**src/hdl/ws2801_cfg.svh**
```systemverilog
`ifndef WS2801_CFG_SVH
`define WS2801_CFG_SVH

// ----------------------------------------
// strip geometry
// ----------------------------------------

// number of driver cells along the chain
`define LED_NUM_PIXELS 4

// buffer depth, equal to the host's starting credit count
`define LED_FIFO_DEPTH 8

// ----------------------------------------
// serial timing, in CKI cycles
// ----------------------------------------

`define LED_SCK_HALF 4     // half period of sck, at least 2

// a cell latches after this many cycles with no sck rising edge
`define LED_LATCH_IDLE 40

// serializer idle time after a last word, must exceed LED_LATCH_IDLE + 2
`define LED_LATCH_GAP 64

`endif

```
**src/hdl/ledPkg.sv**
```systemverilog
package ledPkg;

    // ----------------------------------------
    // color and pixel words
    // ----------------------------------------

    // 24 bit color, red[7] is the msb and blue[0] the lsb on the wire
    typedef struct packed {
        logic [7:0] red;
        logic [7:0] green;
        logic [7:0] blue;
    } rgb_t;

    // word pushed by the host
    typedef struct packed {
        rgb_t color;    // payload shifted out msb first
        logic last;     // marks the final pixel of a frame
    } pixelWord_t;

    // ----------------------------------------
    // serial line
    // ----------------------------------------

    // two-wire stream, serializer to cell 0 and cell to cell
    typedef struct packed {
        logic sck;      // serial clock, data sampled on its rise
        logic sda;      // serial data, only changes while sck is low
    } serialLine_t;

endpackage

```
**src/hdl/pixelFifo.sv**
```systemverilog
`timescale 1ns/1ps

module pixelFifo #(
    parameter type payload_t = logic [7:0],
    parameter int  DEPTH     = 8
) (
    input  logic     CKI,
    input  logic     rst,
    input  logic     push,
    input  payload_t din,
    input  logic     pop,
    output payload_t head,
    output logic     notEmpty,
    output logic     creditReturn
);

    localparam int PTR_W = (DEPTH > 1) ? $clog2(DEPTH) : 1;
    localparam int CNT_W = $clog2(DEPTH + 1);

    // ----------------------------------------
    // storage and pointers
    // ----------------------------------------

    payload_t         mem [DEPTH];     // circular storage
    logic [PTR_W-1:0] wrPtr;           // next slot to write
    logic [PTR_W-1:0] rdPtr;           // slot presented on head
    logic [CNT_W-1:0] count;           // words held from 0 to DEPTH

    // wrap at DEPTH so non power of two depths work too
    function automatic logic [PTR_W-1:0] nextPtr(input logic [PTR_W-1:0] ptr);
        return (ptr == PTR_W'(DEPTH - 1)) ? '0 : ptr + 1'b1;
    endfunction

    always_ff @(posedge CKI) begin
        if (push) begin
            mem[wrPtr] <= din;          // payload into the free slot
        end
    end

    always_ff @(posedge CKI) begin
        if (rst) begin
            wrPtr <= '0;
            rdPtr <= '0;
            count <= '0;
        end else begin
            if (push) begin
                wrPtr <= nextPtr(wrPtr);
            end
            if (pop) begin
                rdPtr <= nextPtr(rdPtr);
            end
            // occupancy only moves when exactly one side is active
            case ({push, pop})
                2'b10:   count <= count + 1'b1;
                2'b01:   count <= count - 1'b1;
                default: count <= count;
            endcase
        end
    end

    // ----------------------------------------
    // read side
    // ----------------------------------------

    assign head         = mem[rdPtr];   // first-word fall-through
    assign notEmpty     = (count != '0);
    assign creditReturn = pop;          // one credit back per word taken

    // host spent a credit it did not have
    aNoPushFull : assert property (@(posedge CKI) disable iff (rst)
        push |-> (count != CNT_W'(DEPTH)))
        else $error("pixelFifo: push while full");

    // consumer must look at notEmpty before taking a word
    aNoPopEmpty : assert property (@(posedge CKI) disable iff (rst)
        pop |-> notEmpty)
        else $error("pixelFifo: pop while empty");

endmodule

```
**src/hdl/ws2801Serializer.sv**
```systemverilog
`timescale 1ns/1ps

`include "ws2801_cfg.svh"

module ws2801Serializer (
    input  logic                CKI,
    input  logic                rst,
    input  ledPkg::pixelWord_t  head,
    input  logic                notEmpty,
    output logic                pop,
    output ledPkg::serialLine_t lineOut
);

    localparam int BIT_LEN = 2 * `LED_SCK_HALF;              // cycles per bit
    localparam int PH_W    = $clog2(BIT_LEN);
    localparam int GAP_W   = $clog2(`LED_LATCH_GAP + 1);

    typedef enum logic [1:0] {
        ST_IDLE,     // waiting for a word
        ST_SHIFT,    // clocking 24 bits out
        ST_GAP       // line held low so the strip latches
    } serState_t;

    // ----------------------------------------
    // state
    // ----------------------------------------

    serState_t         state;
    logic [PH_W-1:0]   phase;      // position inside the current bit
    logic [4:0]        bitCnt;     // 0..23, bit being sent
    logic [GAP_W-1:0]  gapCnt;     // cycles spent in the latch gap
    logic              lastQ;      // current word closes a frame
    logic [23:0]       shiftBits;  // msb is on sda

    logic bitEnd;
    logic wordEnd;

    assign bitEnd  = (phase == PH_W'(BIT_LEN - 1));
    assign wordEnd = bitEnd && (bitCnt == 5'd23);

    // pop straight out of idle, the buffer shows its head word already
    assign pop = (state == ST_IDLE) && notEmpty;

    always_ff @(posedge CKI) begin
        if (rst) begin
            state  <= ST_IDLE;
            phase  <= '0;
            bitCnt <= '0;
            gapCnt <= '0;
            lastQ  <= 1'b0;
        end else begin
            case (state)
                ST_IDLE: begin
                    if (notEmpty) begin
                        state  <= ST_SHIFT;
                        phase  <= '0;
                        bitCnt <= '0;
                        lastQ  <= head.last;   // remembered for the end of word
                    end
                end
                ST_SHIFT: begin
                    if (bitEnd) begin
                        phase <= '0;
                        if (wordEnd) begin
                            bitCnt <= '0;
                            gapCnt <= '0;
                            // frame done, give the cells time to latch
                            state  <= lastQ ? ST_GAP : ST_IDLE;
                        end else begin
                            bitCnt <= bitCnt + 1'b1;
                        end
                    end else begin
                        phase <= phase + 1'b1;
                    end
                end
                ST_GAP: begin
                    if (gapCnt == GAP_W'(`LED_LATCH_GAP - 1)) begin
                        state <= ST_IDLE;
                    end else begin
                        gapCnt <= gapCnt + 1'b1;
                    end
                end
                default: state <= ST_IDLE;
            endcase
        end
    end

    // data path, loads on pop and moves one place per bit
    always_ff @(posedge CKI) begin
        if (pop) begin
            shiftBits <= head.color;                     // red[7] lands on top
        end else if ((state == ST_SHIFT) && bitEnd) begin
            shiftBits <= {shiftBits[22:0], 1'b0};
        end
    end

    // ----------------------------------------
    // line drive
    // ----------------------------------------

    // sck low for the first half of the bit, high for the second
    assign lineOut.sck = (state == ST_SHIFT) && (phase >= PH_W'(`LED_SCK_HALF));
    assign lineOut.sda = (state == ST_SHIFT) && shiftBits[23];   // low when idle

    // data must be settled for the whole high phase
    aSdaStable : assert property (@(posedge CKI) disable iff (rst)
        (lineOut.sck && $past(lineOut.sck)) |-> $stable(lineOut.sda))
        else $error("ws2801Serializer: sda moved while sck high");

endmodule

```
**src/hdl/ws2801Pixel.sv**
```systemverilog
`timescale 1ns/1ps

`include "ws2801_cfg.svh"

module ws2801Pixel (
    input  logic                CKI,
    input  logic                rst,
    input  ledPkg::serialLine_t lineIn,
    output ledPkg::serialLine_t lineOut,
    output ledPkg::rgb_t        rgb
);

    import ledPkg::*;

    localparam int IDLE_W = $clog2(`LED_LATCH_IDLE + 1);

    // ----------------------------------------
    // cell registers
    // ----------------------------------------

    logic              sckQ;       // sck one cycle ago
    logic [23:0]       shiftBits;  // incoming color msb first
    logic [4:0]        bitCnt;     // bits taken in since the last latch
    logic              relay;      // own word full so the line passes on
    logic [IDLE_W-1:0] idleCnt;    // cycles since the last sck rise
    rgb_t              colorQ;     // displayed color

    logic sckRise;
    logic latchNow;

    assign sckRise  = lineIn.sck && !sckQ;
    // last idle cycle before the limit with nothing arriving
    assign latchNow = !sckRise && (idleCnt == IDLE_W'(`LED_LATCH_IDLE - 1));

    always_ff @(posedge CKI) begin
        if (sckRise && (bitCnt < 5'd24)) begin
            shiftBits <= {shiftBits[22:0], lineIn.sda};   // sda stable while sck high
        end
    end

    always_ff @(posedge CKI) begin
        if (rst) begin
            sckQ    <= 1'b0;
            bitCnt  <= '0;
            relay   <= 1'b0;
            idleCnt <= IDLE_W'(`LED_LATCH_IDLE);  // start saturated so no latch before data
            colorQ  <= '0;
        end else begin
            sckQ <= lineIn.sck;

            if (sckRise) begin
                idleCnt <= '0;                     // any edge restarts the timeout
                if (bitCnt < 5'd24) begin
                    bitCnt <= bitCnt + 1'b1;
                end
            end else if (latchNow) begin
                idleCnt <= IDLE_W'(`LED_LATCH_IDLE);   // saturate so the cell latches once
                colorQ  <= rgb_t'(shiftBits);
                bitCnt  <= '0;
                relay   <= 1'b0;
            end else if (idleCnt != IDLE_W'(`LED_LATCH_IDLE)) begin
                idleCnt <= idleCnt + 1'b1;
            end

            // open the relay once sck has dropped after the 24th bit
            // so the next cell never sees the tail of our last pulse
            if (!relay && (bitCnt == 5'd24) && !lineIn.sck && !latchNow) begin
                relay <= 1'b1;
            end
        end
    end

    // ----------------------------------------
    // outputs
    // ----------------------------------------

    assign lineOut = relay ? lineIn : '0;   // held low until our word is in
    assign rgb     = colorQ;

    // the rise after bit 24 has to find the relay already open
    aRelayBeforeEdge : assert property (@(posedge CKI) disable iff (rst)
        (sckRise && (bitCnt == 5'd24)) |-> relay)
        else $error("ws2801Pixel: sck rise after bit 24 with relay still closed");

endmodule

```
**src/hdl/ledStrip.sv**
```systemverilog
`timescale 1ns/1ps

`include "ws2801_cfg.svh"

module ledStrip (
    input  logic                CKI,
    input  logic                rst,
    input  ledPkg::pixelWord_t  pixIn,
    input  logic                pixValid,
    output logic                creditReturn,
    output ledPkg::serialLine_t chainOut,
    output ledPkg::rgb_t        rgbOut [`LED_NUM_PIXELS]
);

    import ledPkg::*;

    // ----------------------------------------
    // interconnect
    // ----------------------------------------

    pixelWord_t  headWord;                      // buffer head into the serializer
    logic        fifoNotEmpty;
    logic        fifoPop;
    serialLine_t link [`LED_NUM_PIXELS + 1];    // link[0] from serializer

    // sck needs a distinct low and high phase of at least two cycles each
    if (`LED_SCK_HALF < 2) begin : gBadHalf
        $error("ledStrip: LED_SCK_HALF must be at least 2");
    end

    // host words land here, credits go back on each pop
    pixelFifo #(
        .payload_t (pixelWord_t),
        .DEPTH     (`LED_FIFO_DEPTH)
    ) uFifo (
        .CKI          (CKI),
        .rst          (rst),
        .push         (pixValid),
        .din          (pixIn),
        .pop          (fifoPop),
        .head         (headWord),
        .notEmpty     (fifoNotEmpty),
        .creditReturn (creditReturn)
    );

    ws2801Serializer uSer (
        .CKI      (CKI),
        .rst      (rst),
        .head     (headWord),
        .notEmpty (fifoNotEmpty),
        .pop      (fifoPop),
        .lineOut  (link[0])
    );

    // ----------------------------------------
    // cell chain, position 0 nearest the serializer
    // ----------------------------------------

    for (genvar i = 0; i < `LED_NUM_PIXELS; i++) begin : gCell
        ws2801Pixel uCell (
            .CKI     (CKI),
            .rst     (rst),
            .lineIn  (link[i]),
            .lineOut (link[i + 1]),
            .rgb     (rgbOut[i])
        );
    end

    assign chainOut = link[`LED_NUM_PIXELS];   // whatever the last cell passes on

endmodule

```
**config.mk**
```make
export PLATFORM = sky130hd
export DESIGN_NAME = ledStrip
export DESIGN_NICKNAME = d
export VERILOG_FILES = /design/src/hdl/ledPkg.sv /design/src/hdl/pixelFifo.sv /design/src/hdl/ws2801Serializer.sv /design/src/hdl/ws2801Pixel.sv /design/src/hdl/ledStrip.sv
export VERILOG_INCLUDE_DIRS = /design/src /design/src/hdl
export SDC_FILE = /design/constraint.sdc
export NUM_CORES = 1
export LEC_CHECK = 0
export ABC_CLOCK_PERIOD_IN_PS = 2800
export BUFFER_PORTS_ARGS = -buffer_cell sky130_fd_sc_hd__buf_2
export CORE_MARGIN = 1.5
export CORE_UTILIZATION = 35
export CTS_BUF_LIST = sky130_fd_sc_hd__clkbuf_8
export DETAILED_ROUTE_END_ITERATION = 16
export PLACE_DENSITY = 0.53
export SLEW_MARGIN = 0
export SYNTH_ARGS = -nofsm -noshare
export SYNTH_HDL_FRONTEND = slang
export SYNTH_SLANG_ARGS = --single-unit
```
**constraint.sdc**
```tcl
create_clock -name CKI -period 2.8 [get_ports CKI]
set_clock_uncertainty 0.05 [all_clocks]
set_input_delay 0.14 -clock CKI [delete_from_list [all_inputs] [get_ports CKI]]
set_output_delay 0.14 -clock CKI [all_outputs]
set_load 0.1 [all_outputs]
```
==> Word-level counts from Yosys, hierarchy flattened <==
Memory sizes are Yosys's and may differ from the RTL's. A register that Yosys moved wholly into a read port is not among the register bits.
Cells that the tools add are included.
{ "word_totals": {"ff_bits": 296, "ramBits": 200, "input_bits": 28, "out_inout_bits": 99, "word_cells": 258, "n_memories": 1} }
{ "memory_table": {"columns": ["memory", "depth", "word_bits", "rd", "rd_clocked_by_memory_dff", "write_ports", "line", "source"], "rows": [
  ["uFifo.mem", 8, 25, 1, 1, 1, "pixelFifo.sv:24", "payload_t mem [DEPTH];"]
]} }
{ "op_classes": {"n_addsub": 15, "order_cmp": 5, "eq_ne": 34, "n_mux": 66, "bitwise_logic": 4, "reduce_logical": 88} }
{ "ops": {"columns": ["op", "count"], "rows": [
  ["2-to-1 mux 5 bit", 15],
  ["2-to-1 mux 6 bit", 12],
  ["2-to-1 mux 24 bit", 2],
  ["logical AND 1 bit", 29],
  ["AND reduction 2 bit", 14],
  ["adder 5 x 1 -> 5 bit (second input constant)", 5],
  ["equality test 5 bit (second input constant)", 5],
  ["adder 6 x 1 -> 6 bit (second input constant)", 4],
  ["equality test 6 bit (second input constant)", 4],
  ["inequality test 6 bit (second input constant)", 4],
  ["nonzero test 2 bit", 12],
  ["2-to-1 mux 7 bit", 3],
  ["logical NOT 1 bit", 20],
  ["less-than comparator 5 bit (second input constant)", 4],
  ["2-to-1 mux 2 bit", 9],
  ["2-to-1 mux 3 bit", 6],
  ["inequality test 2 bit (second input constant)", 9],
  ["2-to-1 mux 1 bit", 14],
  ["one-hot mux 7 bit (2 select lines)", 1],
  ["nonzero test 3 bit", 4],
  ["OR reduction 3 bit", 4],
  ["one-hot mux 5 bit (2 select lines)", 1],
  ["adder 3 x 1 -> 3 bit (second input constant)", 3],
  ["equality test 3 bit (second input constant)", 3],
  ["16 further kinds", 25]
]} }

==> Longest topological paths before layout <==
Gate-level depths: netlist of run 1.
{ "logic_depth": {"word_depth": 12, "mapped_depth": 11, "mapped_depth_nobuf": 10} }

==> Cells and area by module <==
From an unflattened synthesis of run 1, not the netlist that was laid out.
{ "unflattened": {"hier_cells": 1371, "hier_area_um2": 19637.6} }
{ "by_module_without_submodules": {"columns": ["mod", "instances", "cells_per_inst", "area_each_um2", "seq_area_each_um2"], "rows": [
  ["ws2801Pixel", 4, 200, 2339.7, 1461.4],
  ["pixelFifo", 1, 364, 8356.8, 6266.0],
  ["ws2801Serializer", 1, 207, 1921.8, 1081.0]
]} }

==> Worst setup path after synthesis of run 1 <==
No wires, ideal clock.
{ "synth_path": {"kind": "register to register", "start": "register uFifo.count[1]", "end": "register uFifo.count[2]", "setup_time_ns": 0.070, "arrival_ns": 2.852, "t_required_ns": 2.680, "slack_ns": -0.172, "path_stages_with_launch": 12, "path_buffers": 1, "period_less_slack_ns": 2.972, "cell_sequence": "dfxtp_1 > nor4_1 > nand2b_1 > buf_2 > inv_1 > ha_1 > xor2_1 > ha_1 > a21oi_1 > xor2_1 > or3_1 > a21oi_1"} }
{ "synth_via": {"elab_chain_cells": 4, "word_cells_on_any_way": 8, "classes_between": "add/sub: 2; eq/ne: 2; mux: 1; reduce/logical: 3"} }
{ "synth_lines": {"columns": ["element", "line", "source"], "rows": [
  ["start, declared", "pixelFifo.sv:27", "logic [CNT_W-1:0] count;"],
  ["start signal, assigned", "pixelFifo.sv:54", "2'b10: count <= count + 1'b1;"],
  ["start signal, assigned", "pixelFifo.sv:55", "2'b01: count <= count - 1'b1;"],
  ["start signal, assigned", "pixelFifo.sv:56", "default: count <= count;"],
  ["nonzero test 4 bit (*)", "pixelFifo.sv:66", "assign notEmpty = (count != '0);"],
  ["logical AND 1 bit (*)", "ws2801Serializer.sv:42", "assign pop = (state == ST_IDLE) && notEmpty;"],
  ["via creditReturn", "ledStrip.sv:10", "output logic creditReturn,"],
  ["equality test 2 x 1 -> 1 bit / equality test 2 bit (equally long branches)", "pixelFifo.sv:53", "case ({push, pop})"],
  ["one-hot mux 4 bit (2 select lines) / nonzero test 2 bit (equally long branches)", null, null]
]} }
The timed path passes the listed nets; every way through them passes the cells marked *.
A chain may end at the register's enable or synchronous reset.

==> results by group, run 1 <==
Outcome
  • Status: completed

STA
  • RSZ-0062 raised after global routing: false
  • Maximum clock frequency: 392.7 MHz
  • Final Critical Period: 2.547 ns
  • Setup violations, final: 0
  • Actual slew at the worst max-slew pin: 1.044 ns
  • Worst slew margin: 30.40%
  • Max Transition Viols Final: 0
  • Setup tns final: 0 ns
  • Setup ws final: 0.2532 ns
  • Fin. Hold Viols: 0
  • Final Cycle Share: 90.96%

Route
  • Remaining DRCs: 0
  • Drt wl/cell: 16.66 um
  • Drt initial violations: 657
  • Via count: 11337
  • Drt pass-1 iters: 5
  • Final wirelength: 38.82 mm
  • Vias/cell: 4.866
  • Routed Antenna Nets: 0

Synthesis
  • EDFF count, synth: 320
  • Post-synthesis simple-gate area fraction: 10.47%
  • Sequential area share after synthesis: 69.81%
  • Synth Area in XOR/XNOR: 1.576%
  • Mux cell area share after synthesis: 7.820%
  • Flops & latches, synth: 499
  • Post-Synth Adder-Cell Area: 1.788%
  • Main combinational cell family by area after synthesis: simple AND/OR/NAND/NOR gates
  • Ys async rst share: 0%
  • Mean Syn Cell Area: 13.86 um^2
  • Cell variety after synth: 65
  • Synth Instances: 1363
  • Post-synthesis cell area: 0.01890 mm^2
  • Post-Syn Nets: 1418
  • Synth Warn #: 0
  • Top FF cell, synth: edfxtp_1
  • Synth Area in Compound Gates: 6.237%

Floorplan
  • # rows: 84
  • Die Ht: 235.4 um
  • Die Area: 0.05539 mm^2
  • Core area: 0.05297 mm^2
  • I/O Pins: 127
  • Initial Utilization: 35.67%
  • Die width: 235.4 um

Placed design
  • Post-DP HPWL: 21.74 mm
  • Gp weighted congestion: 0.7224
  • DP Worst Slack: 0.3107 ns
  • IO Port Bufs: 126
  • Area after DPL: 0.02042 mm^2

Power and ir drop
  • Pleak: 0.007891 uW
  • Combinational cell fraction of total power: 13.7%
  • Seq pwr share: 49.5%
  • Sw Ratio: 26.27%
  • Int Pwr: 12700 uW
  • Clock network fraction of total power: 36.8%
  • PD cells: 769.0 mW/mm^2
  • Max rail drop VDD: 452.1 uV
  • Switch Pwr: 4526 uW

Hold path
  • Hold Crit Endpoint: uFifo.mem[6][17]
  • Worst Min Path Start: pixIn[17]
  • Hold depth: 2
  • Hold crit path type: in2reg

Finish
  • Final Util: 42.30%
  • Final instance area: 0.02240 mm^2
  • Synth-to-layout area growth: 18.56%
  • Layout Nets: 1623
  • Fraction of layout cells with a size suffix above 1: 21.94%

Clocking
  • Clock Tree Root: clkbuf_8
  • # Post-CTS Setup Buffers: 0
  • Clock sinks: 499
  • Inserted Clock Buffers: 87
  • Clk pin slew, worst setup/hold paths: 0.06 ns
  • Clock H-tree levels: 3
  • CTS tree: done
  • Skew-Pair Late Insertion Delay: 0.67 ns
  • Longest Clk Path Bufs: 3

Setup path
  • FF-to-FF path depth: 10
  • WS Path Type: reg2out
  • R2R setup slack: 0.32 ns
  • Req. time, crit path: 2.61 ns
  • Worst r2r dst: uFifo.count[2]
  • CP Launch Type: flip-flop
  • Worst-path maximum fanout: 10
  • Worst setup EP type: output port
  • Reg2reg start: uFifo.count[1]
  • CP arrival: 2.36 ns

Global routing
  • Initial antenna violation count: 2
  • Total gr overflow: 0
  • Largest net degree at the start of global routing: 124
  • First-pass GRT wire length: 62.27 mm
  • Vias in the first global route: 11499
  • Global Route Usage Sum: 14.08%

Run
  • Total of max-cap violations: 0
## area by class of cell
class	instances	area [um^2]
Inverter	26	101.3
Fill cell	4959	30570
Clock buffer	104	1431
Multi-Input combinational cell	766	5320
Antenna cell	1	2.502
Timing Repair Buffer	188	1225
Clock inverter	58	264.0
Sequential cell	499	13200
Tap cell	688	860.8
## metal layers
metal | up-vias | GRT usage (%) | wire length [um]
li1 | 5485 | - | -
met1 | 5603 | 17.51 | 17320
met2 | 172 | 23.57 | 19090
met3 | 75 | 3.752 | 1532
met4 | 2 | 5.024 | 870
met5 | - | 0 | 12
## worst max-delay path: stages (launching register included)
cell	delay, ns
dfxtp_2	0.41
buf_4	0.18
nor2b_1	0.13
buf_4	0.15
nand2_1	0.11
nor2_1	0.24
and2_1	0.23
buf_6	0.24
## how the worst max path moves through the flow
| stage | slack (ns) | startpoint | to |
|---|---|---|---|
| floorplan | -0.09 | uFifo.count[1] | uFifo.count[2] |
| global placement | 0.40 | uFifo.count[1] | uFifo.count[2] |
| detailed placement | 0.31 | uFifo.count[1] | uFifo.count[2] |
| CTS | 0.02 | uSer.state[0] | chainOut[0] |
| global route | 0.06 | uSer.state[0] | chainOut[0] |
| finish | 0.25 | uSer.state[0] | chainOut[0] |
## stage by stage
| stage | total power, uW | std cells | hold slack [ns] |
|---|---|---|---|
| finish | 17230 | 2330 | 0.2319 |
| global route | 18130 | 2330 | 0.1929 |
| CTS | 17540 | 2329 | 0.1530 |
| detailed placement | 11060 | 2139 | 0.3602 |
| global placement | 11000 | 2139 | 0.3549 |
| floorplan | 10380 | 1363 | 0.1889 |
## repair_timing
| item | in CTS | in global routing |
|---|---|---|
| hold endpoints to repair | 246 | 0 |
| endpoints found under the setup margin | 1 | 1 |
| hold buffers | 28 | 0 |
| gates resized for setup | 2 | 1 |
## power groups by stage
stage | clock network (uW) | registers, uW | logic, uW
after detailed placement | 0 | 8670 | 2390
after floorplan | 0 | 8580 | 1800
after global placement | 0 | 8660 | 2340
final | 6340 | 8520 | 2370
after global routing | 6920 | 8570 | 2640
after CTS | 6590 | 8520 | 2430
## Yosys cell counts (all sizes together), types with 4 or more instances
master	number	area (um^2)
mux2i	34	340.3
inv	26	97.59
a21oi	102	514.2
buf	35	195.2
nand4	31	193.9
nor2	50	187.7
nand3	52	265.3
o31ai	4	30.03
edfxtp	320	9609
xnor2	8	70.07
xor2	26	227.7
clkbuf	37	141.4
and3	10	62.56
o21ai	90	450.4
nand2	179	671.9
dfxtp	179	3583
or3	12	80.08
nand2b	10	62.56
o21a	4	30.03
mux4	50	1126
nand4b	4	35.03
ha	27	337.8
and2	4	25.02
nor4	4	40.04
nor3	23	135.1
## flip-flops by register name, indices dropped and copies added, names as in the netlist, named ones only
signal / cells
uSer.bitCnt: 5
uFifo.rdPtr: 3
gCell.uCell.bitCnt: 20
uSer.state: 2
gCell.uCell.relay: 4
uSer.shiftBits: 24
uFifo.count: 4
gCell.uCell.sckQ: 4
uFifo.mem: 200
uFifo.wrPtr: 3
uSer.gapCnt: 7
gCell.uCell.shiftBits: 96
uSer.phase: 3
gCell.uCell.idleCnt: 24
uSer.lastQ: 1
gCell.uCell.rgb: 96
## cell usage in the layout, fill, tap and decap left out, drive strengths merged, types with 12 or more instances in the layout
master / synthesis / routed
a21oi: 102 / 102
buf: 35 / 160
clkbuf: 37 / 104
clkinv: 0 / 16
dfxtp: 179 / 179
dlygate4sd3: 0 / 28
edfxtp: 320 / 320
ha: 27 / 27
inv: 26 / 66
mux2i: 34 / 34
mux4: 50 / 50
nand2: 179 / 179
nand3: 52 / 52
nand4: 31 / 31
nor2: 50 / 50
nor3: 23 / 23
o21ai: 90 / 90
or3: 12 / 12
xor2: 26 / 26
## cells by family (layout without fill, tap and decap cells)
logic type,after synthesis,after routing
other,0,1
XOR/XNOR,34,34
multiplexers,85,85
AND/OR/NAND/NOR,403,403
adder cells (fa/ha/maj),27,27
AO/OA/AOI/OAI,217,217
buffers and inverters,98,376
flip-flops,499,499
Power figures use the tool's default switching activity.
==> run 2, diff against run 1 <==
--- a/config.mk
+++ b/config.mk
@@ -12,7 +12,7 @@
 export CORE_UTILIZATION = 35
 export CTS_BUF_LIST = sky130_fd_sc_hd__clkbuf_8
 export DETAILED_ROUTE_END_ITERATION = 16
-export PLACE_DENSITY = 0.53
+export PLACE_DENSITY = 0.59
 export SLEW_MARGIN = 0
 export SYNTH_ARGS = -nofsm -noshare
 export SYNTH_HDL_FRONTEND = slang
==> constraint.sdc (replaced) <==
create_clock -name CKI -period 2.8 [get_ports CKI]
set_clock_uncertainty 0.05 [all_clocks]
set_input_delay 0.28 -clock CKI [delete_from_list [all_inputs] [get_ports CKI]]
set_output_delay 0.28 -clock CKI [all_outputs]
set_load 0.1 [all_outputs]
==> run 2 against run 1 <==
Sequential share of layout area barely moved. Fmax fell by 1.1%. Register-to-register slack improved by 0.03 ns. Total power rose by 0.52%. Design area barely moved. Die area did not move. Sequential power rose by 0.5%. Combinational power fell by 2%. Clock power rose by 2%. Wire length fell by 4.5%. Critical endpoint unchanged. Largest cell class unchanged.
==> results by group, run 2 (same netlist as run 1, synthesis figures left out) <==
Outcome
  • Status: completed

Setup path
  • CP arrival: 2.24 ns (-0.12 ns)
  • Worst setup EP type: output port
  • Req. time, crit path: 2.47 ns (-0.14 ns)
  • R2R setup slack: 0.35 ns (+0.03 ns)
  • CP Launch Type: flip-flop
  • Reg2reg start: uFifo.count[1]
  • Worst-path maximum fanout: 8 (-2)
  • Worst r2r dst: uFifo.count[2]
  • FF-to-FF path depth: 10 (unchanged)
  • WS Path Type: reg2out

Floorplan
  • Initial Utilization: 35.67% (unchanged)
  • Die width: 235.4 um (unchanged)
  • Die Ht: 235.4 um (unchanged)
  • Die Area: 0.05539 mm^2 (unchanged)
  • # rows: 84 (unchanged)
  • Core area: 0.05297 mm^2 (unchanged)
  • I/O Pins: 127 (unchanged)

Power and ir drop
  • Clock network fraction of total power: 37.2% (+0.4 points)
  • PD cells: 772.7 mW/mm^2 (+0.47%)
  • Seq pwr share: 49.4% (about the same)
  • Combinational cell fraction of total power: 13.4% (-0.3 points)
  • Int Pwr: 12810 uW (+0.80%)
  • Pleak: 0.007838 uW (-0.68%)
  • Switch Pwr: 4513 uW (-0.28%)
  • Max rail drop VDD: 393.7 uV (-13%)
  • Sw Ratio: 26.06% (-0.21 points)

Clocking
  • Clock Tree Root: clkbuf_8
  • CTS tree: done
  • Inserted Clock Buffers: 86 (-1.1%)
  • # Post-CTS Setup Buffers: 0 (unchanged)
  • Clock sinks: 499 (unchanged)
  • Longest Clk Path Bufs: 3 (unchanged)
  • Skew-Pair Late Insertion Delay: 0.67 ns (about the same)
  • Clk pin slew, worst setup/hold paths: 0.06 ns (about the same)
  • Clock H-tree levels: 3 (unchanged)

STA
  • Setup ws final: 0.2258 ns (-0.02743 ns)
  • Worst slew margin: 35.65% (+5.2 points)
  • Max Transition Viols Final: 0 (unchanged)
  • Final Cycle Share: 91.94% (+0.98 points)
  • RSZ-0062 raised after global routing: false
  • Final Critical Period: 2.574 ns (+0.02743 ns)
  • Maximum clock frequency: 388.5 MHz (-1.1%)
  • Actual slew at the worst max-slew pin: 0.9653 ns (-0.07871 ns)
  • Setup violations, final: 0 (unchanged)
  • Fin. Hold Viols: 0 (unchanged)

Finish
  • Fraction of layout cells with a size suffix above 1: 22.10% (+0.16 points)
  • Most common library cell in the layout ignoring fill and taps: edfxtp_1
  • Layout Nets: 1618 (-0.31%)
  • Synth-to-layout area growth: 18.61% (about the same)
  • Biggest register: uFifo.mem
  • Fin cells: 2320 (-0.43%)
  • Number of flip-flops in the largest register: 200 (unchanged)
  • Commonest non-fill, non-tap cells in the layout: edfxtp_1, nand2_1, dfxtp_1
  • Filler cells: 4880 (-1.6%)
  • Final Util: 42.31% (about the same)

Placed design
  • Post-DP HPWL: 21.68 mm (-0.29%)
  • IO Port Bufs: 126 (unchanged)
  • Gp weighted congestion: 0.7466 (+3.3%)
  • Dpl cells: 2137 (-0.094%)
  • DP Worst Slack: 0.3350 ns (+0.02433 ns)

Global routing
  • Met1 Usage GRT: 17.20% (-0.31 points)
  • Vias in the first global route: 11561 (+0.54%)
  • Largest net degree at the start of global routing: 124 (unchanged)
  • Total gr overflow: 0 (unchanged)
  • Initial antenna violation count: 3 (+1)
  • GRT met2 Usage: 22.42% (-1.1 points)
  • Global Route Usage Sum: 13.62% (-0.46 points)
  • First-pass GRT wire length: 60.74 mm (-2.5%)
  • Most used routing layer: met2
  • Met3 GRT Util: 3.741% (-0.012 points)

Route
  • Remaining DRCs: 0 (unchanged)
  • Drt pass-1 iters: 4 (-1)
  • Vias/cell: 4.862 (about the same)
  • Final wirelength: 37.07 mm (-4.5%)
  • Drt wl/cell: 15.98 um (-4.1%)
  • Via count: 11280 (-0.50%)
  • Routed Antenna Nets: 0 (unchanged)
  • Drt initial violations: 629 (-4.3%)

Hold path
  • Hold crit path type: in2reg
  • Worst Min Path Start: rst
  • Hold Crit Endpoint: gCell[1].uCell.rgb[20]
  • Hold depth: 3 (+1)

Run
  • Total of max-cap violations: 0 (unchanged)
[run 2: changes by cell type in the layout (fill, tap and decap cells not counted), moves of 2 or more]
cell | before | now
buf_12 | 4 | 7
bufinv_16 | 0 | 3
buf_4 | 31 | 27
inv_1 | 62 | 51
diode_2 | 1 | 3
clkinv_2 | 6 | 10
clkbuf_8 | 104 | 97
dlygate4sd3_1 | 28 | 26
[run 2: power by group through the flow]
stage	logic [uW]	registers (uW)	clock network [uW]
2_1_floorplan	1800	8580	0
3_3_place_gp	2310	8700	0
3_5_place_dp	2350	8720	0
4_1_cts	2370	8570	6690
5_1_grt	2610	8600	7010
6_report	2320	8560	6450
[run 2: routing by layer]
layer  share of wire [%]  wire (um)
met5                   0          0
met1                  44      16470
met4                 2.5        928
met3                 4.3       1580
met2                  49      18090
[run 2: how the worst max path moves through the flow]
stage / startpoint / to / slack, ns / depth (start not counted)
6_report: uSer.state[0] / chainOut[0] / 0.23 / 6
5_1_grt: uSer.state[0] / chainOut[0] / 0.002 / 6
4_1_cts: uSer.state[0] / chainOut[0] / 0.03 / 6
3_5_place_dp: uFifo.count[1] / uFifo.count[2] / 0.34 / 10
3_3_place_gp: uFifo.count[1] / uFifo.count[2] / 0.35 / 10
2_1_floorplan: uFifo.count[1] / uFifo.count[2] / -0.09 / 11
[run 2: metrics by stage]
step	power, uW	cell area, um^2	setup TNS (ns)	hold slack (ns)
2_1_floorplan	10380	18930	-0.1234	0.3289
3_3_place_gp	11010	20440	0	0.3772
3_5_place_dp	11060	20440	0	0.3812
4_1_cts	17630	22400	0	0.09854
5_1_grt	18220	22410	0	0.1238
6_report	17320	22410	0	0.1527
[run 2: layout make-up]
type | count | area [um^2] | share of cell area [%]
diodes | 3 | 7.507 | 0.03349
repair buffers | 184 | 1224 | 5.459
clock inverters | 57 | 365.4 | 1.630
multi-input cells | 766 | 5323 | 23.75
clock buffers | 97 | 1335 | 5.956
well taps | 688 | 860.8 | 3.841
flip-flops and latches | 499 | 13200 | 58.88
inverters | 26 | 101.3 | 0.4522
[run 2: repair_timing]
item	in CTS	in global routing
hold buffers	26	0
hold endpoints to repair	202	0
gates resized for setup	0	1
setup endpoints to repair	0	1
[run 2: critical path, stage by stage (launching register included)]
cell and delay (ns):
dfxtp_1 0.49, nor2b_1 0.17, buf_4 0.15, nand2_1 0.12, nor2_2 0.23, and2_1 0.21, buf_12 0.19
==> run 3, diff against run 2 <==
--- a/config.mk
+++ b/config.mk
@@ -6,13 +6,13 @@
 export SDC_FILE = /design/constraint.sdc
 export NUM_CORES = 1
 export LEC_CHECK = 0
-export ABC_CLOCK_PERIOD_IN_PS = 2800
+export ABC_CLOCK_PERIOD_IN_PS = 3060
 export BUFFER_PORTS_ARGS = -buffer_cell sky130_fd_sc_hd__buf_2
 export CORE_MARGIN = 1.5
 export CORE_UTILIZATION = 35
 export CTS_BUF_LIST = sky130_fd_sc_hd__clkbuf_8
 export DETAILED_ROUTE_END_ITERATION = 16
-export PLACE_DENSITY = 0.59
+export PLACE_DENSITY = 0.57
 export SLEW_MARGIN = 0
 export SYNTH_ARGS = -nofsm -noshare
 export SYNTH_HDL_FRONTEND = slang
==> constraint.sdc (replaced) <==
create_clock -name CKI -period 3.06 [get_ports CKI]
set_clock_uncertainty 0.05 [all_clocks]
set_input_delay 0.306 -clock CKI [delete_from_list [all_inputs] [get_ports CKI]]
set_output_delay 0.306 -clock CKI [all_outputs]
set_load 0.1 [all_outputs]
==> run 3 against run 2 <==
Design area down 0.71%. Via count up 0.26%. Highest routed layer is now met5. First-iteration DRC count down 11%. Setup slack better by 0.16 ns. Register-to-register slack better by 0.09 ns. Wire length up 1.7%. Largest power group unchanged. Worst hold slack better by 0.24 ns. Clock power down 10%. Sequential power down 8.5%. Die area unchanged.
==> results by group, run 3 (same netlist as run 1, synthesis figures left out) <==
STA
  • Worst slew margin: 37.27% (+1.6 points)
  • Max Transition Viols Final: 0 (unchanged)
  • Final Critical Period: 2.679 ns
  • Maximum clock frequency: 373.3 MHz
  • Fin. Hold Viols: 0 (unchanged)
  • RSZ-0062 raised after global routing: false
  • Final Cycle Share: 87.55%
  • Setup ws final: 0.3808 ns (+0.1550 ns)
  • Setup violations, final: 0 (unchanged)
  • Setup tns final: 0 ns (unchanged)
  • Actual slew at the worst max-slew pin: 0.9409 ns (-0.02433 ns)

Setup path
  • Req. time, crit path: 2.70 ns (+0.23 ns)
  • CP arrival: 2.32 ns (+0.08 ns)
  • R2R setup slack: 0.44 ns (+0.09 ns)
  • CP Launch Type: flip-flop
  • WS Path Type: reg2out
  • Worst setup endpoint: chainOut[0]
  • Worst-path maximum fanout: 15 (+7)
  • FF-to-FF path depth: 10 (unchanged)
  • Launch point of the worst path: uSer.state[0]
  • Worst setup EP type: output port
  • Reg2reg start: uFifo.count[1]
  • Worst r2r dst: uFifo.count[2]

Finish
  • Commonest non-fill, non-tap cells in the layout: edfxtp_1, nand2_1, dfxtp_1
  • Filler cells: 4915 (+0.72%)
  • Biggest register: uFifo.mem
  • Synth-to-layout area growth: 17.76%
  • Final Util: 42.01% (-0.30 points)
  • Reg area: 0.01320 mm^2 (about the same)
  • Number of flip-flops in the largest register: 200 (unchanged)
  • Fraction of layout cells with a size suffix above 1: 21.14% (-0.96 points)
  • Area of the multi-input gates: 0.005301 mm^2 (-0.40%)
  • Most common library cell in the layout ignoring fill and taps: edfxtp_1
  • Layout Nets: 1617 (-0.062%)

Route
  • Drt wl/cell: 16.28 um (+1.9%)
  • Routed Antenna Nets: 0 (unchanged)
  • Drt pass-1 iters: 5 (+1)
  • Final wirelength: 37.72 mm (+1.7%)
  • Remaining DRCs: 0 (unchanged)
  • Via count: 11309 (+0.26%)
  • Drt initial violations: 561 (-11%)
  • Vias/cell: 4.883 (+0.43%)

Clocking
  • Skew-Pair Late Insertion Delay: 0.66 ns (about the same)
  • Inserted Clock Buffers: 85 (-1.2%)
  • Clock sinks: 499 (unchanged)
  • Clock H-tree levels: 3 (unchanged)
  • Clk pin slew, worst setup/hold paths: 0.07 ns (about the same)
  • CTS tree: done
  • Clock Tree Root: clkbuf_8
  • Longest Clk Path Bufs: 3 (unchanged)
  • # Post-CTS Setup Buffers: 0 (unchanged)

Global routing
  • Total gr overflow: 0 (unchanged)
  • Global Route Usage Sum: 13.67% (+0.059 points)
  • Vias in the first global route: 11379 (-1.6%)
  • First-pass GRT wire length: 60.60 mm (-0.24%)
  • Largest net degree at the start of global routing: 69 (-44%)
  • Initial antenna violation count: 2 (-1)

Outcome
  • Status: completed

Power and ir drop
  • Max rail drop VDD: 411.5 uV (+4.5%)
  • Pwr Total: 15660 uW (-9.6%)
  • PD cells: 703.8 mW/mm^2 (-8.9%)
  • Pleak: 0.007766 uW (-0.92%)

Floorplan
  • Initial Utilization: 35.67% (unchanged)
  • Core area: 0.05297 mm^2 (unchanged)
  • # rows: 84 (unchanged)
  • Die width: 235.4 um (unchanged)
  • I/O Pins: 127 (unchanged)
  • Die Area: 0.05539 mm^2 (unchanged)
  • Die Ht: 235.4 um (unchanged)

Placed design
  • DP Worst Slack: 0.4577 ns (+0.1226 ns)
  • IO Port Bufs: 126 (unchanged)
  • Post-DP HPWL: 21.82 mm (+0.63%)
  • Gp weighted congestion: 0.7282 (-2.5%)

Run
  • Total of max-cap violations: 0 (unchanged)

Hold path
  • Hold crit path type: reg2reg
## run 3: changes by cell type in the layout (fill, tap and decap cells not counted), moves of 4 or more
cell and change:
buf_12 -6, buf_4 +5, clkinv_2 -7, clkbuf_8 -5, clkinv_1 +15, inv_1 -4
## run 3: layout make-up
type	count	area share (%)
Multi-Input combinational cell	766	23.82
Clock buffer	92	5.690
Clock inverter	60	1.687
Tap cell	688	3.868
Timing Repair Buffer	184	5.173
Antenna cell	1	0.01124
Sequential cell	499	59.31
Inverter	26	0.4385
## run 3: repair_timing
action,CTS,global route
hold buffers,27,0
setup endpoints to repair,1,1
endpoints found under the hold margin,226,0
gates resized for setup,1,1
## run 3: worst min path at each step
stage,cells after the start,to,slack (ns),from
floorplan,0,uFifo.mem[0][0],0.35,pixIn[0]
global placement,0,gCell[3].uCell.shiftBits[6],0.38,gCell[3].uCell.shiftBits[5]
detailed placement,0,gCell[1].uCell.shiftBits[1],0.38,gCell[1].uCell.shiftBits[0]
CTS,2,uFifo.mem[6][19],0.32,pixIn[19]
global route,2,uFifo.mem[6][19],0.35,pixIn[19]
finish,0,gCell[1].uCell.shiftBits[1],0.39,gCell[1].uCell.shiftBits[0]
## run 3: worst max-delay path, cell delays in order (launching register included)
cell     delay (ns)
dfxtp_2        0.48
nor2b_1        0.18
buf_4          0.16
nand2_1        0.12
nor2_1         0.26
and2_1         0.17
buf_4          0.29
## run 3: report_power, final
group          switching, uW  leakage, uW  internal, uW  total [uW]
Clock                   2660     0.000914          3120        5780
Sequential               218      0.00434          7610        7830
Combinational           1190      0.00251           866        2050
## run 3: per-stage QoR
| step | instances | instance area (um^2) | hold WS [ns] |
|---|---|---|---|
| finish | 2316 | 22250 | 0.3890 |
| global route | 2316 | 22250 | 0.3492 |
| CTS | 2315 | 22250 | 0.3217 |
| detailed placement | 2136 | 20340 | 0.3821 |
| global placement | 2136 | 20340 | 0.3787 |
| floorplan | 1363 | 18900 | 0.3549 |
## run 3: layer usage
layer  vias to the layer above  global-route usage (%)  wire length (um)
met5                         -                       0                10
met4                         2                   4.790               962
met3                        82                   4.069              1862
met2                       195                   22.41             18180
met1                      5556                   17.19             16700
li1                       5474                       -                 -
